===== src/source/icache_settings.svh =====
`ifndef ICACHE_SETTINGS_SVH
`define ICACHE_SETTINGS_SVH

// ====================
// address split
// ====================
// tag 31..11, index 10..3, bit 2 picks the instruction
`define ICACHE_ADDR_W    32
`define ICACHE_OFFSET_W  3
`define ICACHE_INDEX_W   8
`define ICACHE_TAG_W     21

// geometry
`define ICACHE_SETS      256
`define ICACHE_WAYS      2
`define ICACHE_BEAT_W    64
`define ICACHE_INST_W    32

// addi x0, x0, 0
`define ICACHE_NOP       32'h00000013

// read channel codes
`define AXI_RESP_W       2
`define AXI_ID_W         4
`define AXI_RESP_OKAY    2'b00
`define AXI_FETCH_ID     4'h0

`endif


===== src/source/icache_pkg.sv =====
`include "icache_settings.svh"

package icache_pkg;

    // one fetched block
    // word is the raw view, inst[1] is the upper half
    typedef union packed {
        logic [`ICACHE_BEAT_W-1:0] word;
        logic [`ICACHE_BEAT_W/`ICACHE_INST_W-1:0][`ICACHE_INST_W-1:0] inst;
    } axi_beat_t;

endpackage


===== src/source/icache_miss_ctrl.sv =====
`timescale 1ns/1ps
`include "icache_settings.svh"

module icache_miss_ctrl
    import icache_pkg::*;
(
    input  logic                      clk,
    input  logic                      rst,
    input  logic                      miss_start,
    input  logic                      abandon,
    input  logic [`ICACHE_ADDR_W-1:0] req_addr,
    input  logic                      arready,
    input  logic                      rvalid,
    input  logic [`ICACHE_BEAT_W-1:0] rdata,
    input  logic [`AXI_RESP_W-1:0]    rresp,
    input  logic [`AXI_ID_W-1:0]      rid,
    output logic                      arvalid,
    output logic [`ICACHE_ADDR_W-1:0] araddr,
    output logic                      rready,
    output logic                      busy,
    output logic                      fill_en,
    output logic                      done,
    output axi_beat_t                 beat,
    output logic                      error
);

    localparam logic [1:0] M_IDLE = 2'd0;
    localparam logic [1:0] M_REQ  = 2'd1;
    localparam logic [1:0] M_WAIT = 2'd2;

    logic [1:0] state;
    logic       beat_hs;
    logic       beat_bad;

    assign arvalid = (state == M_REQ);
    assign rready  = (state == M_WAIT);
    assign busy    = (state != M_IDLE);

    assign beat_hs  = rvalid & rready;
    assign beat_bad = (rresp != `AXI_RESP_OKAY) || (rid != `AXI_FETCH_ID);

    assign done    = beat_hs;
    assign fill_en = beat_hs & ~beat_bad;
    assign beat    = rdata;

    // ====================
    // read FSM
    // ====================
    always_ff @(posedge clk) begin
        if (rst) begin
            state <= M_IDLE;
        end else begin
            case (state)
                M_IDLE: begin
                    if (miss_start) begin
                        state <= M_REQ;
                    end
                end
                M_REQ: begin
                    // an accepted address still owes us a beat
                    if (arready) begin
                        state <= M_WAIT;
                    end else if (abandon) begin
                        state <= M_IDLE;
                    end
                end
                M_WAIT: begin
                    if (rvalid) begin
                        state <= M_IDLE;
                    end
                end
                default: state <= M_IDLE;
            endcase
        end
    end

    // block aligned
    always_ff @(posedge clk) begin
        if (state == M_IDLE && miss_start) begin
            araddr <= {req_addr[`ICACHE_ADDR_W-1:`ICACHE_OFFSET_W], {`ICACHE_OFFSET_W{1'b0}}};
        end
    end

    always_ff @(posedge clk) begin
        if (rst) begin
            error <= 1'b0;
        end else if (beat_hs) begin
            error <= beat_bad;
        end
    end

endmodule


===== config.mk =====
export PLATFORM = sky130hd
export DESIGN_NAME = icache_miss_ctrl
export DESIGN_NICKNAME = d
export VERILOG_FILES = /design/src/source/icache_pkg.sv /design/src/source/icache_miss_ctrl.sv
export VERILOG_INCLUDE_DIRS = /design/src /design/src/source
export SDC_FILE = /design/constraint.sdc
export NUM_CORES = 1
export LEC_CHECK = 0
export BUFFER_PORTS_ARGS = -buffer_cell sky130_fd_sc_hd__buf_2
export CAP_MARGIN = 10
export CORE_AREA = 4 4 78 80
export DETAILED_ROUTE_END_ITERATION = 6
export DIE_AREA = 0 0 82 84
export PLACE_DENSITY = 0.8
export SETUP_SLACK_MARGIN = 0.02
export SLEW_MARGIN = 15
export SYNTH_ARGS = -nofsm -noshare
export SYNTH_HDL_FRONTEND = slang
export SYNTH_SLANG_ARGS = --single-unit

===== constraint.sdc =====
create_clock -name clk -period 3.25 [get_ports clk]
set_clock_uncertainty 0.15 [all_clocks]
set_input_delay 0.1625 -clock clk [delete_from_list [all_inputs] [get_ports clk]]
set_output_delay 0.1625 -clock clk [all_outputs]
set_load 0.1 [all_outputs]

; ---- Yosys cells after proc, flatten, opt, wreduce, memory -nomap -nowiden
; Index checks and enable logic that the tools add are counted.
[totals]
register_bits = 32
elab_cells = 23
output_inout_bits = 102
input_bits = 108
[classes]
muxes = 5
n_reduce_logical = 7
n_bitwise = 3
eq_ne = 5
[op_table]
columns = op, count
row1 = $mux W2, 4
row2 = $pmux W2 S3, 1
row3 = $ne A2 B2 Y1 const B, 2
row4 = $reduce_bool A2 Y1, 2
row5 = $reduce_bool A4 Y1, 1
row6 = $ne A3 B3 Y1 const B, 1
row7 = $reduce_and A3 Y1, 1
row8 = $and A1 B1 Y1, 2
row9 = $eq A2 B1 Y1 const B, 1
row10 = $eq A2 B2 Y1 const B, 1
row11 = $logic_not A2 Y1, 1
row12 = $logic_and A1 B1 Y1, 1
row13 = $logic_or A1 B1 Y1, 1
row14 = $not A1 Y1, 1

; ---- Longest topological paths before layout
; Gate-level depths: netlist of the first run.
[logic_depth]
depth_word = 4
ltp_mapped = 3
ltp_nobuf = 3

; ---- Least setup slack after synthesis of the first run
; No wires, ideal clock.
[synth_timing]
path_type = reg2reg
startpoint = register state[1]
endpoint = register araddr[10], enable pin
setup_ps = 415
arrival_ps = 2324
path_buffers = 0
path_stages_with_launch = 3
path_slack_ps = 361
period_less_slack_ps = 2889
required_ps = 2685
cell_sequence = dfxtp_1 -> or2_1 -> nor2_1
[synth_between]
elab_chain_cells = 2
[synth_rtl]
columns = item, line_no
row1 = start: declaration, icache_miss_ctrl.sv:31  ; logic [1:0] state;
row2 = start signal: assignment, icache_miss_ctrl.sv:51  ; state <= M_IDLE;
row3 = start signal: assignment, icache_miss_ctrl.sv:56  ; state <= M_REQ;
row4 = start signal: assignment, icache_miss_ctrl.sv:62  ; state <= M_WAIT;
row5 = $logic_not A2 Y1, icache_miss_ctrl.sv:79  ; if (state == M_IDLE && miss_start) begin
row6 = $logic_and A1 B1 Y1, icache_miss_ctrl.sv:79
row7 = end signal: assignment, icache_miss_ctrl.sv:80  ; araddr <= {req_addr[`ICACHE_ADDR_W-1:`ICACHE_OFFSET_W], {`ICACHE_OFFSET_W{1'b0}}};
row8 = end: declaration, icache_miss_ctrl.sv:18  ; output logic [`ICACHE_ADDR_W-1:0] araddr,
; Every way passes these cells.
; A chain may end at the register's enable or synchronous reset.

; ---- Final worst setup path of the first run
[layout_timing]
startpoint = register state[1]
endpoint = output port fill_en
[layout_between]
elab_chain_cells = 3
[layout_rtl]
columns = item, line_no
row1 = $eq A2 B2 Y1, icache_miss_ctrl.sv:36  ; assign rready = (state == M_WAIT);
row2 = $and A1 B1 Y1, icache_miss_ctrl.sv:39  ; assign beat_hs = rvalid & rready;
row3 = $and A1 B1 Y1, icache_miss_ctrl.sv:43  ; assign fill_en = beat_hs & ~beat_bad;
row4 = end: declaration, icache_miss_ctrl.sv:21  ; output logic fill_en,
; Every way passes these cells.

==> impl_metrics.json, run 1 <==
{
  "p_seq_share_pct": 42.5,
  "gp_congestion": 0.7132,
  "fp.dieW_um": 82,
  "synth_top_area_cell": "edfxtp_1",
  "wl_met2_mm": 2.024,
  "vias": 962,
  "outcome": "completed",
  "drt-met1-wl_mm": 1.186,
  "fin_crit_ps": 1890,
  "final_util_pct": 35.93,
  "first_global_vias": 1048,
  "die_area_um2": 6888,
  "final_max_slew_viol_count": 0,
  "cts-resized-gates": 0,
  "clkTransAtPathRegs_ps": 60,
  "first_pass_iters": 6,
  "final_hold_viol_count": 0,
  "io_pins": 210,
  "ant_nets": 0,
  "fin_ws_ps": 1360,
  "h-tree-depth": 2,
  "drive_above_1_share_pct": 51.50,
  "syn2layout_area_growth_pct": 25.67,
  "min_to": "state[0]",
  "wl_met3_um": 692,
  "cp-end-kind": "primary output",
  "setup_tns_ps": 0,
  "synth_cell_type_count": 16,
  "fmax_mhz": 529.2,
  "avgSynthCellArea_um2": 13.21,
  "start_util_pct": 28.59,
  "clkSinkCount": 32,
  "rsz0062_at_grt": "false",
  "clkPwrFrac_pct": 30.7,
  "wl_per_cell_um": 16.99,
  "ys.warnings.count": 0,
  "final-seq-area_um2": 930.9,
  "cts_tree": "done",
  "numCtsBuffers": 5,
  "peakVddDrop_v": 0.0002233,
  "clk_latency_ps": 260,
  "hpwl_mm": 2.615,
  "hp-start": "miss_start",
  "drc": 0,
  "required_ps": 2940,
  "holdWs_ps": 66.69,
  "antenna_found_initial": 0,
  "syn_inst": 117,
  "final_nets": 274,
  "reg2regPathDepth": 4,
  "dr.max_layer_used": "met4",
  "drv_cap": 0,
  "min_path_cells": 3,
  "r2r_end": "state[1]",
  "clockRootBuffer": "clkbuf_8",
  "p_leak_nw": 0.8600,
  "fp.coreArea_um2": 5405,
  "syn_area_um2": 1545,
  "fillers": 495,
  "critical_path.max_fanout": 5,
  "synth_area_leaders": "edfxtp_1 56%, buf_4 33%, dfxtp_1 3.9%",
  "grt_use_total_pct": 10.68,
  "netlist.area_leader.share_pct": 56.36,
  "worst-r2r-setup-slack_ps": 1600,
  "hold_path.class": "in -> reg",
  "num_antenna_cells": 0,
  "dieHeight_um": 84,
  "critPathKind": "reg -> out",
  "grt_max_degree": 30,
  "grt_pass1_wl_mm": 5.347,
  "p_sw_share_pct": 33.38,
  "dr.first_iter.drc_count": 34,
  "seq_area_frac_synth_pct": 60.24,
  "p_sw_uw": 384.3,
  "core.rowCount": 27,
  "clock_path_buffers": 2,
  "period_share_pct": 58.14,
  "finalSetupViolCount": 0,
  "combPwrFrac_pct": 26.8,
  "overflow": 0,
  "vias_per_cell": 4.025,
  "startpoint_type": "register",
  "power.internal_uw": 766.9,
  "crit_arrival_ps": 1580,
  "port_buffers": 75,
  "regToRegStartpoint": "state[0]",
  "multi_input_area_um2": 113.9,
  "wl_mm": 4.061,
  "synth-seq-cells": 32,
  "dp_slack_ps": 1647,
  "powerDensity_nw_per_um2": 592.8
}
## power by group through the flow
stage	Sequential [mW]	Clock (mW)	Combinational (mW)
after detailed placement	0.496	0	0.277
final	0.489	0.354	0.309
after global placement	0.495	0	0.275
after CTS	0.487	0.358	0.307
after global routing	0.491	0.386	0.319
after floorplan	0.670	0	0.426
## sequential cells by signal, indices dropped and copies added (netlist names)
signal,flops
araddr,29
error,1
state,2
## layer usage
metal / vias to the layer above / global-route usage (%)
li1: 414 / -
met1: 431 / 7.557
met2: 91 / 20.13
met3: 26 / 5.724
met4: 0 / 7.100
met5: - / 0
## worst max-delay path, cell delays in order, from the launching register on
cell and delay, ps:
dfxtp_1 390, and3b_1 270, and3_4 220, buf_2 430
## cells in the final DEF, fill, tap and decap left out, types with 2 or more instances in the layout
cell           instances
buf_2                 75
clkbuf_8               5
clkinv_1               2
conb_1                 3
dfxtp_1                3
dlygate4sd3_1         31
edfxtp_1              29
inv_1                  2
nor2_1                 4
## kinds of logic after synthesis
group / after synthesis / share of synthesized area [%]
buffers and inverters: 69 / 33.04
AOI/OAI and AO/OA: 1 / 0.4860
other: 1 / 0.2427
muxes: 1 / 0.6478
and+or+nand+nor: 13 / 5.345
DFF: 32 / 60.24
## per-stage QoR
step	power, mW	std cells	area [um^2]
final	1.151	239	1942
after CTS	1.151	239	1942
after global routing	1.196	239	1942
after floorplan	1.096	119	1553
after detailed placement	0.7727	200	1525
after global placement	0.7705	200	1525
## layout make-up
class	instances	share of cell area [%]
Clock buffer	5	3.544
Tap cell	72	4.639
Multi-Input combinational cell	18	5.863
Sequential cell	32	47.94
Timing Repair Buffer	107	35.70
Inverter	2	0.3866
Clock inverter	3	1.933
## worst max path at each step
| stage | from | to | depth (start not counted) |
|---|---|---|---|
| 2_1_floorplan | state[1] | araddr[10] | 2 |
| 3_3_place_gp | state[1] | fill_en | 3 |
| 3_5_place_dp | state[1] | fill_en | 3 |
| 4_1_cts | state[1] | fill_en | 3 |
| 5_1_grt | state[1] | fill_en | 3 |
| 6_report | state[1] | fill_en | 3 |
## cells in the mapped netlist
library cell,instances
nor4_1,1
conb_1,1
nor3_2,1
nor3_1,1
buf_4,67
and3b_1,1
nor2b_2,1
and3_4,1
inv_1,2
a22oi_1,1
or2_1,1
and2b_1,1
dfxtp_1,3
nor2_1,5
mux2i_1,1
edfxtp_1,29
## timing repair
item                      in CTS  in global routing
buffers inserted               0                  0
hold buffers                  31                  0
hold endpoints to repair      32                  0
(Power assumes the default switching activity.)
==> run 2: changes to the inputs <==
--- a/config.mk
+++ b/config.mk
@@ -6,12 +6,13 @@
 export SDC_FILE = /design/constraint.sdc
 export NUM_CORES = 1
 export LEC_CHECK = 0
+export ABC_AREA = 1
 export BUFFER_PORTS_ARGS = -buffer_cell sky130_fd_sc_hd__buf_2
 export CAP_MARGIN = 10
-export CORE_AREA = 4 4 78 80
+export CORE_MARGIN = 4
+export CORE_UTILIZATION = 28
 export DETAILED_ROUTE_END_ITERATION = 6
-export DIE_AREA = 0 0 82 84
-export PLACE_DENSITY = 0.8
+export PLACE_DENSITY = 0.82
 export SETUP_SLACK_MARGIN = 0.02
 export SLEW_MARGIN = 15
 export SYNTH_ARGS = -nofsm -noshare
==> constraint.sdc (replaced) <==
create_clock -name clk -period 1.7 [get_ports clk]
set_clock_uncertainty 0.15 [all_clocks]
set_input_delay 0.085 -clock clk [delete_from_list [all_inputs] [get_ports clk]]
set_output_delay 0.085 -clock clk [all_outputs]
set_load 0.1 [all_outputs]
==> impl_metrics.json, run 2 <==
{
  "outcome": "completed",
  "combPwrFrac_pct": 27.2,
  "p_leak_nw": 0.9101,
  "fin_crit_ps": 1604,
  "crit_arrival_ps": 1630,
  "yosys_most_used_dff": "edfxtp_1",
  "final_max_slew_viol_count": 0,
  "critical_path.max_fanout": 4,
  "p_sw_share_pct": 33.78,
  "first_global_vias": 962,
  "syn_area_um2": 1553,
  "p_sw_uw": 756.4,
  "critPathTopFamily": "buffers and inverters",
  "layout.cells.most_common": "buf_2",
  "cp_num_cells": 4,
  "final_hold_viol_count": 0,
  "port_buffers": 75,
  "placedCellCount": 208,
  "wl_mm": 4.075,
  "largest_register_ffs": 29,
  "critPathMaxStageDelay_ps": 560,
  "numCtsBuffers": 5,
  "path_cells": "nand3_1 > nor2_2 > dlygate4sd3_1 > nor2_1",
  "required_ps": 1730,
  "power.internal_mw": 1.483,
  "placed_area_um2": 1553,
  "largest-register": "araddr",
  "seq_area_frac_synth_pct": 59.95,
  "period_share_pct": 94.34,
  "fin_cells": 252,
  "drive_above_1_share_pct": 48.90,
  "synth_top_area_cell": "edfxtp_1",
  "syn2layout_area_growth_pct": 30.54,
  "num_antenna_cells": 0,
  "fp.coreArea_um2": 5238,
  "final_cell_mix": "74 x buf_2, 36 x dlygate4sd3_1, 29 x edfxtp_1, 7 x inv_1",
  "final_nets": 289,
  "syn_inst": 127,
  "synth_cell_type_count": 12,
  "async_flop_share_pct": 0,
  "antenna_found_initial": 0,
  "drc": 0,
  "clock_path_buffers": 2,
  "h-tree-depth": 2,
  "setup_tns_ps": 0,
  "cts_tree": "done",
  "critPathBufInv": 1,
  "dp_slack_ps": 314.0,
  "clockRootBuffer": "clkbuf_8",
  "wl_per_cell_um": 16.17,
  "core.rowCount": 26,
  "first_pass_iters": 3,
  "netlist.area_leader.share_pct": 56.08,
  "io_pins": 210,
  "synth_enable_flop_cells": 29,
  "design_area_um2": 2027,
  "reg2regPathDepth": 4,
  "fmax_mhz": 623.5,
  "overflow": 0,
  "fillers": 486,
  "rsz0062_at_grt": "false",
  "vias_per_cell": 3.964,
  "min_path_cells": 0,
  "synth_area_leaders": "edfxtp_1 56%, buf_4 32%, dfxtp_1 3.9%",
  "ys.warnings.count": 0,
  "cp-end-kind": "register",
  "hold_path.class": "in -> out",
  "grt_pass1_wl_mm": 5.168,
  "drv_cap": 0,
  "fin_ws_ps": 96.18,
  "hpwl_mm": 2.965,
  "clkTransAtPathRegs_ps": 70,
  "synth_common_cells": "67 x buf_4, 29 x edfxtp_1, 7 x inv_1, 7 x nor2_1, 6 x nand2_1",
  "clkSinkCount": 32,
  "peakVddDrop_v": 0.0005777,
  "slowest_stage": "dlygate4sd3_1",
  "cp-startpoint": "state[1]",
  "clkPwrFrac_pct": 31.1,
  "clk_latency_ps": 270,
  "grt_use_total_pct": 10.91,
  "synth-seq-cells": 32,
  "top_regs": "araddr (29), state (2), error (1)",
  "final_util_pct": 38.70,
  "startpoint_type": "register",
  "ant_nets": 0,
  "start_util_pct": 29.65,
  "fp.dieW_um": 82.47,
  "avgSynthCellArea_um2": 12.23,
  "hp-start": "rdata[10]",
  "gp_congestion": 0.7328,
  "die_area_um2": 6801,
  "dr.first_iter.drc_count": 41,
  "grt_max_degree": 30,
  "synth.most_common_cell": "buf_4",
  "dieHeight_um": 82.47,
  "vias": 999,
  "finalSetupViolCount": 0,
  "regToRegStartpoint": "state[1]",
  "powerDensity_nw_per_um2": 1105,
  "p_seq_share_pct": 41.7,
  "critPathKind": "reg -> reg"
}
## run 2: cell types whose count changed in the layout (fill, tap and decap cells not counted), moves of 2 or more
cell / before / now
dlygate4sd3_1: 31 / 36
nand3_1: 0 / 2
nand2_1: 0 / 6
nor2_1: 4 / 6
inv_1: 2 / 7
clkinv_1: 2 / 0
nor2_4: 0 / 2
## run 2: cells by family after synthesis
group | Yosys count | share of synthesized area (%)
buf+inv | 75 | 34.33
flops | 32 | 59.95
simple gates | 17 | 4.593
compound gates | 2 | 0.8862
other cells | 1 | 0.2415
## run 2: through the flow
stage	total power [mW]	hold WS, ps
3_3_place_gp	1.490	20.68
4_1_cts	2.261	20.68
2_1_floorplan	2.101	-2.556
6_report	2.239	20.04
3_5_place_dp	1.495	20.68
5_1_grt	2.328	20.14
## run 2: final cells by class
type | instances | area [um^2] | share of cell area [%]
Timing Repair Buffer | 112 | 758.2 | 37.41
Sequential cell | 32 | 930.9 | 45.93
Multi-Input combinational cell | 22 | 108.9 | 5.370
Clock inverter | 3 | 42.54 | 2.099
Inverter | 8 | 30.03 | 1.481
Tap cell | 70 | 87.58 | 4.321
Clock buffer | 5 | 68.82 | 3.395
## run 2: what timing repair did
action	4_1_cts	5_1_grt
endpoints found under the setup margin	1	0
setup buffers	0	0
endpoints found under the hold margin	32	0
resized for setup	1	0
hold buffers	36	0
## run 2: power by group through the flow
stage | combinational, mW | clock, mW | sequential (mW)
finish | 0.609 | 0.696 | 0.934
global route | 0.632 | 0.759 | 0.937
global placement | 0.543 | 0 | 0.947
CTS | 0.610 | 0.719 | 0.932
floorplan | 0.817 | 0 | 1.28
detailed placement | 0.546 | 0 | 0.949
## run 2: path summary, 6_finish.rpt
check / slack [ps] / end
worst min register to register: 380 / error
worst max register to register: 100 / error
worst max-delay path: 100 / error
worst min-delay path: 20 / beat[10]
## run 2: layer usage
metal  wire [um]  part of all wire, %  up-vias  global-route usage (%)
met3         756                   19       28                   7.592
met1        1138                   28      427                   7.708
met2        1924                   47       98                   18.59
li1            -                    -      446                       -
met5           0                    0        -                       0
met4         256                  6.3        0                   10.13
