### src/source/icache_settings.svh
`ifndef ICACHE_SETTINGS_SVH
`define ICACHE_SETTINGS_SVH

// ====================
// address split
// ====================
// tag 31..11, index 10..3, bit 2 picks the instruction
`define ICACHE_ADDR_W    32
`define ICACHE_OFFSET_W  3
`define ICACHE_INDEX_W   8
`define ICACHE_TAG_W     21

// geometry
`define ICACHE_SETS      256
`define ICACHE_WAYS      2
`define ICACHE_BEAT_W    64
`define ICACHE_INST_W    32

// addi x0, x0, 0
`define ICACHE_NOP       32'h00000013

// read channel codes
`define AXI_RESP_W       2
`define AXI_ID_W         4
`define AXI_RESP_OKAY    2'b00
`define AXI_FETCH_ID     4'h0

`endif

### src/source/icache_pkg.sv
`include "icache_settings.svh"

package icache_pkg;

    // one fetched block
    // word is the raw view, inst[1] is the upper half
    typedef union packed {
        logic [`ICACHE_BEAT_W-1:0] word;
        logic [`ICACHE_BEAT_W/`ICACHE_INST_W-1:0][`ICACHE_INST_W-1:0] inst;
    } axi_beat_t;

endpackage

### src/source/icache_fetch_ctrl.sv
`timescale 1ns/1ps
`include "icache_settings.svh"

module icache_fetch_ctrl
    import icache_pkg::*;
(
    input  logic                      clk,
    input  logic                      rst,
    input  logic [`ICACHE_ADDR_W-1:0] pc,
    input  logic                      stall,
    input  logic                      flush,
    input  logic                      hit,
    input  logic                      hit_way,
    input  axi_beat_t                 rd_beat0,
    input  axi_beat_t                 rd_beat1,
    input  logic                      busy,
    input  logic                      done,
    input  axi_beat_t                 beat,
    output logic                      lookup_en,
    output logic [`ICACHE_ADDR_W-1:0] lookup_addr,
    output logic [`ICACHE_ADDR_W-1:0] req_addr,
    output logic                      miss_start,
    output logic                      abandon,
    output logic [`ICACHE_INST_W-1:0] inst,
    output logic                      inst_valid
);

    localparam logic [1:0] F_IDLE   = 2'd0;
    localparam logic [1:0] F_LOOKUP = 2'd1;
    localparam logic [1:0] F_REFILL = 2'd2;

    logic [1:0] state;
    logic       flush_take;
    logic       accept;
    logic       inst_sel;
    axi_beat_t  hit_beat;

    assign flush_take = flush & ~stall;

    // flush wins over a new fetch on the same edge
    assign accept = (state == F_IDLE) & ~busy & ~stall & ~flush;

    assign lookup_en   = accept;
    assign lookup_addr = pc;
    assign abandon     = flush_take;
    assign miss_start  = (state == F_LOOKUP) & ~hit & ~flush_take;

    assign inst_sel = req_addr[`ICACHE_OFFSET_W-1];
    assign hit_beat = hit_way ? rd_beat1 : rd_beat0;

    // ====================
    // fetch FSM
    // ====================
    always_ff @(posedge clk) begin
        if (rst || flush_take) begin
            state      <= F_IDLE;
            inst       <= `ICACHE_NOP;
            inst_valid <= 1'b1;
        end else begin
            case (state)
                F_IDLE: begin
                    if (accept) begin
                        state      <= F_LOOKUP;
                        inst_valid <= 1'b0;
                    end
                end
                F_LOOKUP: begin
                    if (hit) begin
                        state      <= F_IDLE;
                        inst       <= hit_beat.inst[inst_sel];
                        inst_valid <= 1'b1;
                    end else begin
                        state <= F_REFILL;
                    end
                end
                F_REFILL: begin
                    if (done) begin
                        state      <= F_IDLE;
                        inst       <= beat.inst[inst_sel];
                        inst_valid <= 1'b1;
                    end
                end
                default: state <= F_IDLE;
            endcase
        end
    end

    always_ff @(posedge clk) begin
        if (accept) begin
            req_addr <= pc;
        end
    end

endmodule

### config.mk
export PLATFORM = sky130hd
export DESIGN_NAME = icache_fetch_ctrl
export DESIGN_NICKNAME = d
export VERILOG_FILES = /design/src/source/icache_pkg.sv /design/src/source/icache_fetch_ctrl.sv
export VERILOG_INCLUDE_DIRS = /design/src /design/src/source
export SDC_FILE = /design/constraint.sdc
export NUM_CORES = 1
export LEC_CHECK = 0
export CAP_MARGIN = 0
export CORE_AREA = 2 2 127 129
export CTS_BUF_LIST = sky130_fd_sc_hd__clkbuf_4 sky130_fd_sc_hd__clkbuf_8
export DETAILED_ROUTE_END_ITERATION = 12
export DIE_AREA = 0 0 129 131
export DONT_BUFFER_PORTS = 1
export GPL_ROUTABILITY_DRIVEN = 0
export PLACE_DENSITY = 0.44
export SLEW_MARGIN = 20
export SYNTH_ARGS = -nofsm -noshare
export SYNTH_HDL_FRONTEND = slang
export SYNTH_SLANG_ARGS = --single-unit
### constraint.sdc
create_clock -name clk -period 2.3 [get_ports clk]
set_input_delay 0.115 -clock clk [delete_from_list [all_inputs] [get_ports clk]]
set_output_delay 0.115 -clock clk [all_outputs]
set_load 0.02 [all_outputs]
-- Yosys cells after proc, flatten, opt, wreduce, memory -nomap -nowiden
Cells that the tools add are included.
Widths: inputs -> output; s select.
- equality and inequality tests: 5
- reductions and logical operators: 7
- mux-type cells: 16
- magnitude comparators: 1
- bitwise logic cells: 11
- operators by type and width (cell ; count):
    $mux 32 ; 6
    $mux 64 ; 1
    $pmux 32 s2 ; 1
    $and 1x1->1 ; 6
    $mux 2 ; 3
    $ne 2x2->1 const B ; 3
    $pmux 2 s3 ; 1
    $not 1->1 ; 5
    $reduce_and 4->1 ; 1
    $mux 1 ; 3
    $pmux 1 s3 ; 1
    $reduce_and 3->1 ; 1
    $reduce_bool 3->1 ; 1
    $eq 2x1->1 const B ; 1
    $eq 2x2->1 const B ; 1
    $logic_not 2->1 ; 1
    $lt 1x2->1 const B ; 1
    $reduce_and 2->1 ; 1
    $reduce_bool 2->1 ; 1
    $logic_or 1x1->1 ; 1
- bits of input ports: 232
- register bits: 67
- word-level logic and storage cells: 44
- output and inout bits: 100

-- Longest topological paths before layout
Gate-level depths: netlist (run 1).
- word-level depth: 6
- mapped depth: 7
- depth with buffers taken out: 5

-- Worst setup path before layout (run 1)
Ideal clock, no wire load.
- path kind: register to register
- start point: reg state[1]
- end point: reg req_addr[0] (enable)
- period minus slack after synthesis: 1.897 ns
- path slack: 0.403 ns
- path buffers: 0
- library setup time: 0.399 ns
- data arrival time: 1.498 ns
- cell stages (with the launch flop): 4
- required time: 1.901 ns
- path through: dfxtp_1 -> inv_1 -> ha_1 -> and2_1
- cells in the longest elaborated chain, start to end: 4
- RTL lines (item ; RTL line ; text):
    from (decl) ; icache_fetch_ctrl.sv:32 ; logic [1:0] state;
    from (signal assigned) ; icache_fetch_ctrl.sv:56 ; state <= F_IDLE;
    from (signal assigned) ; icache_fetch_ctrl.sv:63 ; state <= F_LOOKUP;
    from (signal assigned) ; icache_fetch_ctrl.sv:69 ; state <= F_IDLE;
    $logic_not 2->1 ; icache_fetch_ctrl.sv:41 ; assign accept = (state == F_IDLE) & ~busy & ~stall & ~flush;
    $and 1x1->1 (3 in series) ; icache_fetch_ctrl.sv:41 ;
    named net lookup_en ; icache_fetch_ctrl.sv:19 ; output logic lookup_en,
    to (signal assigned) ; icache_fetch_ctrl.sv:90 ; req_addr <= pc;
    to (decl) ; icache_fetch_ctrl.sv:21 ; output logic [`ICACHE_ADDR_W-1:0] req_addr,
The timed path passes the listed nets, and every way through them passes these cells.
A chain may end at the register's enable or synchronous reset.

-- Worst setup path in the final report (run 1)
- start point: reg state[1]
- end point: reg inst[1]
- cells in the longest elaborated chain, start to end: 3
- elaborated cells between the ends (all ways): 7
- classes of those cells: eq/ne (4); mux (1); reduce/logical (2)
- RTL lines (item ; RTL line ; text):
    $eq 2x2->1 or $eq 2x1->1 (tied branches) ; icache_fetch_ctrl.sv:60 ; case (state)
    $ne 2x2->1 (no source line) or $reduce_bool 2->1 (tied branches) ; n/a ;
    $reduce_and 3->1 (no source line) ; n/a ;
    to (signal assigned) ; icache_fetch_ctrl.sv:57 ; inst <= `ICACHE_NOP;
    to (signal assigned) ; icache_fetch_ctrl.sv:70 ; inst <= hit_beat.inst[inst_sel];
    to (signal assigned) ; icache_fetch_ctrl.sv:79 ; inst <= beat.inst[inst_sel];
    to (decl) ; icache_fetch_ctrl.sv:24 ; output logic [`ICACHE_INST_W-1:0] inst,
Parallel ways exist; a longest one is shown, timed or not.

==> report_table.html, run 1 <==
<table>
<tr><th>Metric</th><th>Value</th></tr>
<tr><th colspan="2">Critical path</th></tr>
<tr><td>Type of the worst setup path</td><td>register to register</td></tr>
<tr><td>Worst path slowest cell</td><td>mux2_2</td></tr>
<tr><td>Setup slack on the worst flop-to-flop path</td><td>0.24 ns</td></tr>
<tr><td>Setup crit end kind</td><td>register</td></tr>
<tr><td>Beginning of the worst register-to-register path</td><td>state[1]</td></tr>
<tr><td>Startpoint class of the critical path</td><td>register</td></tr>
<tr><td>Critical path arrival</td><td>2.31 ns</td></tr>
<tr><td>CP Data Required Time</td><td>approximately 2.6 ns</td></tr>
<tr><td>Delay of the slowest critical-path stage</td><td>around 0.64 ns</td></tr>
<tr><td>R2R Path End</td><td>inst[1]</td></tr>
<tr><td>Worst Path Max Fanout</td><td>30</td></tr>
<tr><td>Ordered cell list for the critical path</td><td>inv_1, ha_1, mux2_2, nand2_1, o311ai_1</td></tr>
<tr><td>Depth of the worst register-to-register path</td><td>5</td></tr>
<tr><th colspan="2">Cells and area</th></tr>
<tr><td>Area growth from synthesis to layout</td><td>13.5%</td></tr>
<tr><td>Number of antenna repair diodes</td><td>0</td></tr>
<tr><td>Proportion of layout cells with a drive suffix above 1</td><td>approximately 28%</td></tr>
<tr><td>Final nets</td><td>between 500 and 600</td></tr>
<tr><td>Share of the core filled with cells</td><td>a little under a third</td></tr>
<tr><th colspan="2">Yosys</th></tr>
<tr><td>Synthesized instance count</td><td>~360</td></tr>
<tr><td>Netlist Area Pre-Place</td><td>about 4300 um2</td></tr>
<tr><td>Number of synthesized register bits</td><td>67</td></tr>
<tr><td>Most instantiated library cell after synthesis</td><td>buf_4</td></tr>
<tr><td>Distinct cells, synth</td><td>31</td></tr>
<tr><td>Post-synthesis sequential area ratio</td><td>between 30% and 40%</td></tr>
<tr><td>Leading cell types by count after synthesis</td><td>buf_4, dfxtp_1, nor2_1</td></tr>
<tr><td>Most common flop cell mapped by yosys</td><td>dfxtp_1</td></tr>
<tr><td>Nets in the synthesized netlist</td><td>599</td></tr>
<tr><td>Post-synth EDFFs</td><td>32</td></tr>
<tr><td>Share of async-settable or async-resettable flops after synthesis</td><td>0%</td></tr>
<tr><td>Avg Cell Area, Syn</td><td>11.8 um2</td></tr>
<tr><td>Top area cells in the synthesized netlist</td><td>edfxtp_1, mux4_2, dfxtp_1, mux2_2, buf_4</td></tr>
<tr><td>Yosys warnings</td><td>0</td></tr>
<tr><td>Cell taking the most area after synthesis</td><td>edfxtp_1</td></tr>
<tr><td>Yosys top cell area share</td><td>between 20% and 30%</td></tr>
<tr><th colspan="2">Hold path</th></tr>
<tr><td>Start point of the worst hold path</td><td>flush</td></tr>
<tr><td>Worst hold endpoint</td><td>state[1]</td></tr>
<tr><td>Worst hold path stage count</td><td>3</td></tr>
<tr><td>Type of the worst min-delay path</td><td>input pin to register</td></tr>
<tr><th colspan="2">Detailed routing</th></tr>
<tr><td>Number of nets with antenna violations after detailed routing</td><td>0</td></tr>
<tr><td>Pre-antenna DRT Iters</td><td>4</td></tr>
<tr><td>Final routed wire length divided by cell count</td><td>24.6 um</td></tr>
<tr><td>Vias per std cell</td><td>between 5 and 6</td></tr>
<tr><td>Residual DRC</td><td>0</td></tr>
<tr><td>Total number of vias</td><td>~3200</td></tr>
<tr><td>1st-iter DRT viols</td><td>between 150 and 200</td></tr>
<tr><td>Wire length reported by the detailed router</td><td>14200 um</td></tr>
<tr><th colspan="2">Die</th></tr>
<tr><td>Die width</td><td>approximately 130 um</td></tr>
<tr><td>Core area</td><td>between 15000 and 20000 um2</td></tr>
<tr><td>Total Die Area</td><td>between 15000 and 20000 um2</td></tr>
<tr><td>Overall die height</td><td>131 um</td></tr>
<tr><td># rows</td><td>46</td></tr>
<tr><td>Starting utilization of the core area</td><td>27.5%</td></tr>
<tr><td>Number of top-level design ports</td><td>332</td></tr>
<tr><th colspan="2">Timing</th></tr>
<tr><td>Max-slew violation count</td><td>0</td></tr>
<tr><td>Final-report hold violation count</td><td>0</td></tr>
<tr><td>RSZ-0062 raised after global routing</td><td>false</td></tr>
<tr><td>Slew Limit Headroom</td><td>between 50% and 60%</td></tr>
<tr><td>Least-Margin Pin Slew</td><td>between 0.6 and 0.7 ns</td></tr>
<tr><td>Clock skew</td><td>between 0.01 and 0.015 ns</td></tr>
<tr><td>Final cycle utilization of the critical path</td><td>about nine tenths</td></tr>
<tr><td>Peak clock frequency supported by timing</td><td>0.486 GHz</td></tr>
<tr><td>Sum of negative setup slack</td><td>0 ns</td></tr>
<tr><td>Number of setup violations in the final report</td><td>0</td></tr>
<tr><td>Minimum clock period after layout</td><td>2.06 ns</td></tr>
<tr><th colspan="2">Global route</th></tr>
<tr><td>Overall fraction of global-route tracks in use</td><td>between 15 and 20%</td></tr>
<tr><td>Global-route wire length before repair</td><td>approximately 20000 um</td></tr>
<tr><td>Overflow left after global routing</td><td>0</td></tr>
<tr><td>Largest net degree at the start of global routing</td><td>37</td></tr>
<tr><td>Number of global-route vias before repair</td><td>around 3200</td></tr>
<tr><td>Initial antenna violation count</td><td>1</td></tr>
<tr><th colspan="2">Flow run</th></tr>
<tr><td>MaxCap Viol Count</td><td>0</td></tr>
<tr><th colspan="2">Clock tree</th></tr>
<tr><td>Buffers inserted during post-CTS setup optimization</td><td>0</td></tr>
<tr><td>Clock input transition at the sequential cells of the worst setup and hold paths</td><td>0.08 ns</td></tr>
<tr><td>H-Tree Depth</td><td>3</td></tr>
<tr><td>Root cell of the clock tree</td><td>clkbuf_8</td></tr>
<tr><td>Clock Sinks</td><td>67</td></tr>
<tr><td>Number of buffers created by CTS</td><td>9</td></tr>
<tr><td>Clock latency reported for the late side of the worst-skew pair</td><td>0.35 ns</td></tr>
<tr><td>Clock tree from TritonCTS</td><td>done</td></tr>
<tr><td>Buffers from clock root to sink, at most</td><td>2</td></tr>
<tr><th colspan="2">Power and ir drop</th></tr>
<tr><td>Worst ir drop on vdd</td><td>between 0.2 and 0.3 mV</td></tr>
<tr><td>Leak</td><td>1.54 nW</td></tr>
<tr><td>Pwr Density</td><td>roughly 570 nW/um2</td></tr>
<tr><th colspan="2">Outcome</th></tr>
<tr><td>Outcome</td><td>finished clean</td></tr>
<tr><th colspan="2">Place</th></tr>
<tr><td>Half-perimeter wire length after placement</td><td>between 10000 and 15000 um</td></tr>
<tr><td>Total of buffers placed on input and output ports</td><td>0</td></tr>
</table>
==> logic make-up after synthesis <==
logic type               synth area share, %
AO/OA/AOI/OAI                           18.3
flip-flops                              38.7
multiplexers                            25.1
AND/OR/NAND/NOR                         4.98
adder cells (fa/ha/maj)                 1.17
buffers and inverters                   11.7
==> how the worst max path moves through the flow <==
stage	from	endpoint	slack, ns	cells past startpoint
floorplan	state[1]	req_addr[0]	0.40	3
global placement	state[0]	inst[4]	0.05	5
detailed placement	state[0]	inst[1]	-0.09	5
CTS	state[1]	inst[4]	0.19	5
global route	state[1]	inst[25]	0.08	5
finish	state[1]	inst[1]	0.24	5
==> per-layer routing <==
layer	vias to the layer above	share of wire [%]	global-route usage [%]
li1	1411	-	-
met5	-	0.091	0
met3	20	8.7	4.23
met1	1552	37	18.2
met2	218	53	28.6
met4	2	1.6	5.63
==> area by class of cell <==
cell class | instances | area, um2
sequential | 67 | 1660
clock inverter | 7 | 92.6
inverter | 6 | 22.5
multi-input combinational | 219 | 2170
timing repair buffer | 55 | 538
tap | 216 | 270
fill | 1593 | 10700
clock buffer | 9 | 124
==> cell usage in the layout, fill, tap and decap left out, drive strengths merged, types with 4 or more instances in the layout <==
cell type	count
a211oi	4
buf	20
clkbuf	9
dfxtp	35
dlygate4sd3	35
edfxtp	32
ha	4
inv	6
mux2	30
mux4	32
nor2	34
nor2b	4
o2111ai	29
o211ai	29
o31ai	30
==> per-stage QoR <==
step	power [mW]	instance area, um2	setup slack (ns)	hold WS [ns]	std cells
floorplan	1.71	4290	0.403	0.214	363
global placement	1.68	4290	0.0464	0.214	527
detailed placement	1.68	4290	-0.0944	0.214	527
CTS	2.85	4880	0.194	0.0146	579
global route	2.93	4880	0.0778	0.0685	579
finish	2.78	4880	0.243	0.0587	579
==> critical path: cells and delay by family, from the launching register on <==
kind	cells	cell delay, ns
muxes	1	0.64
buffers and inverters	1	0.11
AOI/OAI and AO/OA	1	0.31
adders and majority gates	1	0.35
and+or+nand+nor	1	0.20
DFF	1	0.34
==> power by group <==
group,total [mW],internal (mW),switching (mW)
clock,1.08,0.606,0.474
combinational,0.361,0.201,0.160
sequential,1.34,1.28,0.0558
==> registers in the layout, indices dropped and copies added, names as in the netlist <==
signal / cells
inst: 32
inst_valid: 1
req_addr: 32
state: 2
==> repair_timing <==
item	CTS	global route
gates resized for setup	2	0
endpoints found under the hold margin	37	0
endpoints found under the setup margin	9	0
hold buffers	35	0
Note: power is estimated with default switching activity, not from simulation.
==> run 2, diff against run 1 <==
Clock period 2.3 ns to 2.5 ns, I/O delays scaled along.
==> report_table.html, run 2 (synthesis gave the netlist of run 1 again) <==
<table>
<tr><th>Metric</th><th>Value</th></tr>
<tr><th colspan="2">Outcome</th></tr>
<tr><td>Outcome</td><td>finished clean</td></tr>
<tr><th colspan="2">Detailed routing</th></tr>
<tr><td>Number of nets with antenna violations after detailed routing</td><td>0</td></tr>
<tr><td>Vias per std cell</td><td>5.41</td></tr>
<tr><td>1st-iter DRT viols</td><td>approximately 200</td></tr>
<tr><td>Pre-antenna DRT Iters</td><td>4</td></tr>
<tr><td>Final routed wire length divided by cell count</td><td>about 24 um</td></tr>
<tr><td>Residual DRC</td><td>0</td></tr>
<tr><td>Total number of vias</td><td>3094</td></tr>
<tr><td>Wire length reported by the detailed router</td><td>13800 um</td></tr>
<tr><th colspan="2">Critical path</th></tr>
<tr><td>Critical path arrival</td><td>slightly below 2 ns</td></tr>
<tr><td>Setup slack on the worst flop-to-flop path</td><td>around 0.45 ns</td></tr>
<tr><td>Cell class contributing the biggest share of worst-path delay</td><td>simple AND/OR/NAND/NOR gates</td></tr>
<tr><td>Startpoint class of the critical path</td><td>register</td></tr>
<tr><td>CP Data Required Time</td><td>around 2.4 ns</td></tr>
<tr><td>Setup crit end kind</td><td>primary output</td></tr>
<tr><td>Worst Path Max Fanout</td><td>17</td></tr>
<tr><td>Ordered cell list for the critical path</td><td>inv_1, ha_1, nand2b_1, nor2_1, buf_4</td></tr>
<tr><td>Worst path slowest cell</td><td>nand2b_1</td></tr>
<tr><td>Delay of the slowest critical-path stage</td><td>~0.5 ns</td></tr>
<tr><td>Worst path buffer plus inverter count</td><td>2</td></tr>
<tr><td>Type of the worst setup path</td><td>register to primary output</td></tr>
<tr><th colspan="2">Cells and area</th></tr>
<tr><td>Most used cells in the layout excluding fill and tap cells</td><td>dlygate4sd3_1, dfxtp_1, nor2_1, mux4_2, edfxtp_1</td></tr>
<tr><td>Final nets</td><td>between 500 and 600</td></tr>
<tr><td>Number of antenna repair diodes</td><td>0</td></tr>
<tr><td>Most frequent standard cell in the layout excluding fill and tap cells</td><td>dlygate4sd3_1</td></tr>
<tr><td>Proportion of layout cells with a drive suffix above 1</td><td>26.4%</td></tr>
<tr><td>Area growth from synthesis to layout</td><td>13.1%</td></tr>
<tr><td>Top flop regs</td><td>inst (32), req_addr (32), state (2)</td></tr>
<tr><td>Share of the core filled with cells</td><td>31.1%</td></tr>
<tr><td>Fill cell instance count of the final layout</td><td>1600</td></tr>
<tr><th colspan="2">Timing</th></tr>
<tr><td>RSZ-0062 raised after global routing</td><td>false</td></tr>
<tr><td>Final-report hold violation count</td><td>0</td></tr>
<tr><td>Least-Margin Pin Slew</td><td>0.821 ns</td></tr>
<tr><td>Clock skew</td><td>roughly 0.014 ns</td></tr>
<tr><td>Max-slew violation count</td><td>0</td></tr>
<tr><td>Sum of negative setup slack</td><td>0 ns</td></tr>
<tr><td>Number of setup violations in the final report</td><td>0</td></tr>
<tr><td>Worst slack on hold paths</td><td>0.0439 ns</td></tr>
<tr><td>Peak clock frequency supported by timing</td><td>about 0.48 GHz</td></tr>
<tr><td>Minimum clock period after layout</td><td>between 2 and 2.5 ns</td></tr>
<tr><td>Slew Limit Headroom</td><td>45.3%</td></tr>
<tr><td>Final Worst Setup Slack</td><td>between 0.4 and 0.5 ns</td></tr>
<tr><td>Final cycle utilization of the critical path</td><td>between 80% and 90%</td></tr>
<tr><th colspan="2">Power and ir drop</th></tr>
<tr><td>Leak</td><td>1.54 nW</td></tr>
<tr><td>Total power after layout</td><td>approximately 2.8 mW</td></tr>
<tr><td>Pwr Density</td><td>between 500 and 600 nW/um2</td></tr>
<tr><td>Combinational share of power</td><td>between 10% and 20%</td></tr>
<tr><td>Net Sw Frac</td><td>23.0%</td></tr>
<tr><td>Worst ir drop on vdd</td><td>approximately 0.34 mV</td></tr>
<tr><td>Fraction of power consumed by the clock network</td><td>between 40% and 50%</td></tr>
<tr><td>Int Pwr</td><td>roughly 2.1 mW</td></tr>
<tr><td>Switch Pwr</td><td>~0.64 mW</td></tr>
<tr><td>Fraction of power consumed by sequential logic</td><td>44.6%</td></tr>
<tr><th colspan="2">Clock tree</th></tr>
<tr><td>Clock latency reported for the late side of the worst-skew pair</td><td>about 0.36 ns</td></tr>
<tr><td>Buffers inserted during post-CTS setup optimization</td><td>0</td></tr>
<tr><td>Root cell of the clock tree</td><td>clkbuf_8</td></tr>
<tr><td>Clock Sinks</td><td>between 60 and 70</td></tr>
<tr><td>Quantity of gates resized following cts</td><td>0</td></tr>
<tr><td>Buffers from clock root to sink, at most</td><td>2</td></tr>
<tr><td>Number of buffers created by CTS</td><td>9</td></tr>
<tr><td>H-Tree Depth</td><td>3</td></tr>
<tr><td>Clock tree from TritonCTS</td><td>done</td></tr>
<tr><td>Cts hold-fix bufs</td><td>36</td></tr>
<tr><td>Clock input transition at the sequential cells of the worst setup and hold paths</td><td>roughly 0.080 ns</td></tr>
<tr><th colspan="2">Die</th></tr>
<tr><td>Core area</td><td>15600 um2</td></tr>
<tr><td>Overall die height</td><td>roughly 130 um</td></tr>
<tr><td># rows</td><td>46</td></tr>
<tr><td>Starting utilization of the core area</td><td>around 28%</td></tr>
<tr><td>Die width</td><td>around 130 um</td></tr>
<tr><td>Number of top-level design ports</td><td>332</td></tr>
<tr><td>Total Die Area</td><td>between 15000 and 20000 um2</td></tr>
<tr><th colspan="2">Place</th></tr>
<tr><td>Total of buffers placed on input and output ports</td><td>0</td></tr>
<tr><td>Half-perimeter wire length after placement</td><td>between 10000 and 15000 um</td></tr>
<tr><td>Setup slack after placement</td><td>0.178 ns</td></tr>
<tr><th colspan="2">Hold path</th></tr>
<tr><td>Type of the worst min-delay path</td><td>input pin to register</td></tr>
<tr><th colspan="2">Global route</th></tr>
<tr><td>Initial antenna violation count</td><td>1</td></tr>
<tr><td>Overflow left after global routing</td><td>0</td></tr>
<tr><td>Global-route wire length before repair</td><td>roughly 19000 um</td></tr>
<tr><td>Number of global-route vias before repair</td><td>3051</td></tr>
<tr><td>Overall fraction of global-route tracks in use</td><td>15.2%</td></tr>
<tr><td>Largest net degree at the start of global routing</td><td>69</td></tr>
<tr><th colspan="2">Flow run</th></tr>
<tr><td>MaxCap Viol Count</td><td>0</td></tr>
</table>
==> run 2: power by group through the flow <==
stage               sequential (mW)  clock, mW  combinational, mW
floorplan                      1.25          0              0.322
global placement               1.26          0              0.278
detailed placement             1.26          0              0.278
CTS                            1.23       1.26              0.326
global route                   1.23       1.30              0.355
finish                         1.23       1.20              0.326
==> run 2: worst min-delay path: stages <==
cell and delay (ns):
o31ai_1 0.08, nand3_1 0.09, a21oi_1 0.06
==> run 2: stage by stage <==
| stage | std cells | instance area [um2] |
|---|---|---|
| floorplan | 363 | 4290 |
| global placement | 520 | 4210 |
| detailed placement | 520 | 4210 |
| CTS | 571 | 4830 |
| global route | 572 | 4860 |
| finish | 572 | 4860 |
==> run 2: final timing paths <==
kind,from,endpoint,cells past startpoint
min,flush,state[1],3
max,state[1],miss_start,5
max reg2reg,state[1],inst[5],6
min reg2reg,state[0],state[0],2
==> run 2: layout make-up <==
type | instances | area, um2 | share of cell area [%]
clock inverters | 6 | 138 | 2.83
repair buffers | 50 | 498 | 10.2
flip-flops and latches | 67 | 1660 | 34.2
inverters | 6 | 22.5 | 0.464
well taps | 216 | 270 | 5.56
clock buffers | 9 | 124 | 2.55
multi-input cells | 218 | 2140 | 44.1
==> run 2: routing by layer <==
| layer | track usage [%] | share of wire, % | vias to the layer above |
|---|---|---|---|
| met5 | 0 | 0.14 | - |
| met4 | 3.26 | 0.80 | 4 |
| met3 | 6.56 | 9.7 | 10 |
| met2 | 27.5 | 53 | 218 |
| met1 | 16.5 | 36 | 1463 |
| li1 | - | - | 1399 |
==> run 3, diff against run 2 <==
Clock period 2.5 ns to 2.1 ns, I/O delays scaled along.
==> report_table.html, run 3 (synthesis gave the netlist of run 1 again) <==
<table>
<tr><th>Metric</th><th>Value</th></tr>
<tr><th colspan="2">Place</th></tr>
<tr><td>Total of buffers placed on input and output ports</td><td>0</td></tr>
<tr><td>Post-detailed-placement cell area</td><td>approximately 4300 um2</td></tr>
<tr><td>Half-perimeter wire length after placement</td><td>around 11000 um</td></tr>
<tr><th colspan="2">Global route</th></tr>
<tr><td>Largest net degree at the start of global routing</td><td>slightly below 70</td></tr>
<tr><td>Overflow left after global routing</td><td>0</td></tr>
<tr><td>Overall fraction of global-route tracks in use</td><td>about 15%</td></tr>
<tr><td>Global-route wire length before repair</td><td>between 15000 and 20000 um</td></tr>
<tr><td>Initial antenna violation count</td><td>1</td></tr>
<tr><td>Number of global-route vias before repair</td><td>~3200</td></tr>
<tr><th colspan="2">Clock tree</th></tr>
<tr><td>H-Tree Depth</td><td>3</td></tr>
<tr><td>Root cell of the clock tree</td><td>clkbuf_8</td></tr>
<tr><td>Clock Sinks</td><td>67</td></tr>
<tr><td>Clock latency reported for the late side of the worst-skew pair</td><td>approximately 0.36 ns</td></tr>
<tr><td>Clock tree from TritonCTS</td><td>done</td></tr>
<tr><td>Buffers from clock root to sink, at most</td><td>2</td></tr>
<tr><td>Number of buffers created by CTS</td><td>9</td></tr>
<tr><td>Clock input transition at the sequential cells of the worst setup and hold paths</td><td>0.08 ns</td></tr>
<tr><th colspan="2">Detailed routing</th></tr>
<tr><td>Wire length on met1</td><td>around 5000 um</td></tr>
<tr><td>Final routed wire length divided by cell count</td><td>roughly 24 um</td></tr>
<tr><td>Routed met2 length</td><td>7490 um</td></tr>
<tr><td>Residual DRC</td><td>0</td></tr>
<tr><td>Number of nets with antenna violations after detailed routing</td><td>0</td></tr>
<tr><td>Vias per std cell</td><td>roughly 5.6</td></tr>
<tr><td>1st-iter DRT viols</td><td>171</td></tr>
<tr><td>Wire length reported by the detailed router</td><td>between 10000 and 15000 um</td></tr>
<tr><td>Met3 routed WL</td><td>around 1400 um</td></tr>
<tr><td>Pre-antenna DRT Iters</td><td>4</td></tr>
<tr><td>Highest routing layer actually used</td><td>met5</td></tr>
<tr><td>Total number of vias</td><td>3225</td></tr>
<tr><th colspan="2">Hold path</th></tr>
<tr><td>Worst hold path stage count</td><td>2</td></tr>
<tr><td>Start point of the worst hold path</td><td>beat[33]</td></tr>
<tr><td>Type of the worst min-delay path</td><td>input pin to register</td></tr>
<tr><td>Worst hold endpoint</td><td>inst[1]</td></tr>
<tr><th colspan="2">Die</th></tr>
<tr><td>Die width</td><td>~130 um</td></tr>
<tr><td>Total Die Area</td><td>approximately 17000 um2</td></tr>
<tr><td>Starting utilization of the core area</td><td>approximately 28%</td></tr>
<tr><td># rows</td><td>46</td></tr>
<tr><td>Core area</td><td>around 16000 um2</td></tr>
<tr><td>Number of top-level design ports</td><td>332</td></tr>
<tr><td>Overall die height</td><td>between 100 and 150 um</td></tr>
<tr><th colspan="2">Critical path</th></tr>
<tr><td>Worst Path Max Fanout</td><td>12</td></tr>
<tr><td>CP Data Required Time</td><td>2.37 ns</td></tr>
<tr><td>R2R Path End</td><td>inst[5]</td></tr>
<tr><td>Type of the worst setup path</td><td>register to register</td></tr>
<tr><td>Beginning of the worst register-to-register path</td><td>state[0]</td></tr>
<tr><td>Depth of the worst register-to-register path</td><td>6</td></tr>
<tr><td>Critical path arrival</td><td>between 2 and 2.5 ns</td></tr>
<tr><td>Startpoint class of the critical path</td><td>register</td></tr>
<tr><td>Setup crit end kind</td><td>register</td></tr>
<tr><td>Setup slack on the worst flop-to-flop path</td><td>roughly 0.19 ns</td></tr>
<tr><th colspan="2">Timing</th></tr>
<tr><td>Clock skew</td><td>0.0128 ns</td></tr>
<tr><td>Final-report hold violation count</td><td>0</td></tr>
<tr><td>Peak clock frequency supported by timing</td><td>0.523 GHz</td></tr>
<tr><td>Number of setup violations in the final report</td><td>0</td></tr>
<tr><td>Slew Limit Headroom</td><td>between 50% and 60%</td></tr>
<tr><td>Least-Margin Pin Slew</td><td>about 0.7 ns</td></tr>
<tr><td>Worst slack on hold paths</td><td>about 0.033 ns</td></tr>
<tr><td>Max-slew violation count</td><td>0</td></tr>
<tr><td>Sum of negative setup slack</td><td>0 ns</td></tr>
<tr><td>Final cycle utilization of the critical path</td><td>between 90% and 100%</td></tr>
<tr><td>RSZ-0062 raised after global routing</td><td>false</td></tr>
<tr><td>Minimum clock period after layout</td><td>roughly 1.9 ns</td></tr>
<tr><th colspan="2">Cells and area</th></tr>
<tr><td>Top flop regs</td><td>inst (32), req_addr (32), state (2)</td></tr>
<tr><td>Area growth from synthesis to layout</td><td>13.5%</td></tr>
<tr><td>Final nets</td><td>approximately 600</td></tr>
<tr><td>Most used cells in the layout excluding fill and tap cells</td><td>dlygate4sd3_1, dfxtp_1, nor2_1, mux4_2, edfxtp_1</td></tr>
<tr><td>Number of antenna repair diodes</td><td>0</td></tr>
<tr><td>Proportion of layout cells with a drive suffix above 1</td><td>between 20 and 30%</td></tr>
<tr><td>Finished layout cell area</td><td>slightly below 5000 um2</td></tr>
<tr><th colspan="2">Power and ir drop</th></tr>
<tr><td>Int Pwr</td><td>around 2.3 mW</td></tr>
<tr><td>Net Sw Frac</td><td>between 20% and 30%</td></tr>
<tr><td>Fraction of power consumed by the clock network</td><td>roughly two fifths</td></tr>
<tr><td>Pwr Density</td><td>about 630 nW/um2</td></tr>
<tr><td>Combinational share of power</td><td>~13%</td></tr>
<tr><td>Leak</td><td>approximately 1.5 nW</td></tr>
<tr><td>Worst ir drop on vdd</td><td>0.233 mV</td></tr>
<tr><td>Fraction of power consumed by sequential logic</td><td>47.4%</td></tr>
<tr><td>Switch Pwr</td><td>~0.77 mW</td></tr>
<tr><th colspan="2">Outcome</th></tr>
<tr><td>Outcome</td><td>finished clean</td></tr>
<tr><th colspan="2">Flow run</th></tr>
<tr><td>MaxCap Viol Count</td><td>0</td></tr>
</table>
-- run 3: timing repair --
item / CTS / global route
hold buffers: 35 / 0
gates resized for setup: 2 / 3
pin swaps: 0 / 0
buffers inserted: 0 / 0
cloned: 0 / 1
hold endpoints to repair: 37 / 0
endpoints found under the setup margin: 2 / 20
-- run 3: worst max-delay path by stage --
stage	from	end	slack, ns	depth (start not counted)
final	state[0]	inst[5]	0.19	6
after global routing	state[0]	inst[19]	0.006	6
after CTS	state[0]	inst[1]	0.08	5
after detailed placement	state[0]	inst[1]	0.03	5
after global placement	state[0]	inst[25]	0.14	5
after floorplan	state[1]	req_addr[0]	0.20	3
-- run 3: layer usage --
layer | track usage [%] | up-vias
li1 | - | 1421
met1 | 16.9 | 1536
met2 | 28.0 | 248
met3 | 5.05 | 18
met4 | 5.63 | 2
met5 | 0 | -
-- run 3: power groups by stage --
stage | sequential (mW) | combinational [mW] | clock, mW
6_report | 1.46 | 0.394 | 1.23
5_1_grt | 1.47 | 0.429 | 1.34
4_1_cts | 1.46 | 0.394 | 1.29
3_5_place_dp | 1.49 | 0.338 | 0
3_3_place_gp | 1.49 | 0.337 | 0
2_1_floorplan | 1.49 | 0.383 | 0
-- run 3: per-stage QoR --
stage | total power, mW | utilization, % | cells | setup WS [ns]
floorplan | 1.87 | - | 363 | 0.203
global placement | 1.83 | 27.4 | 528 | 0.140
detailed placement | 1.83 | 27.4 | 528 | 0.0327
CTS | 3.14 | 31.1 | 579 | 0.0813
global route | 3.24 | 31.2 | 580 | 0.00563
finish | 3.09 | 31.2 | 580 | 0.188
-- run 3: final cells by class --
type,count,area (um2)
inverters,6,22.5
repair buffers,56,524
clock inverters,6,88.8
well taps,216,270
clock buffers,10,131
flip-flops and latches,67,1660
multi-input cells,219,2170
fillers,1584,10700
-- run 3: critical path: stages (launching register included) --
cell,delay (ns)
dfxtp_1,0.38
inv_1,0.08
ha_2,0.27
mux2_1,0.49
buf_4,0.27
o211ai_1,0.12
o31ai_1,0.21
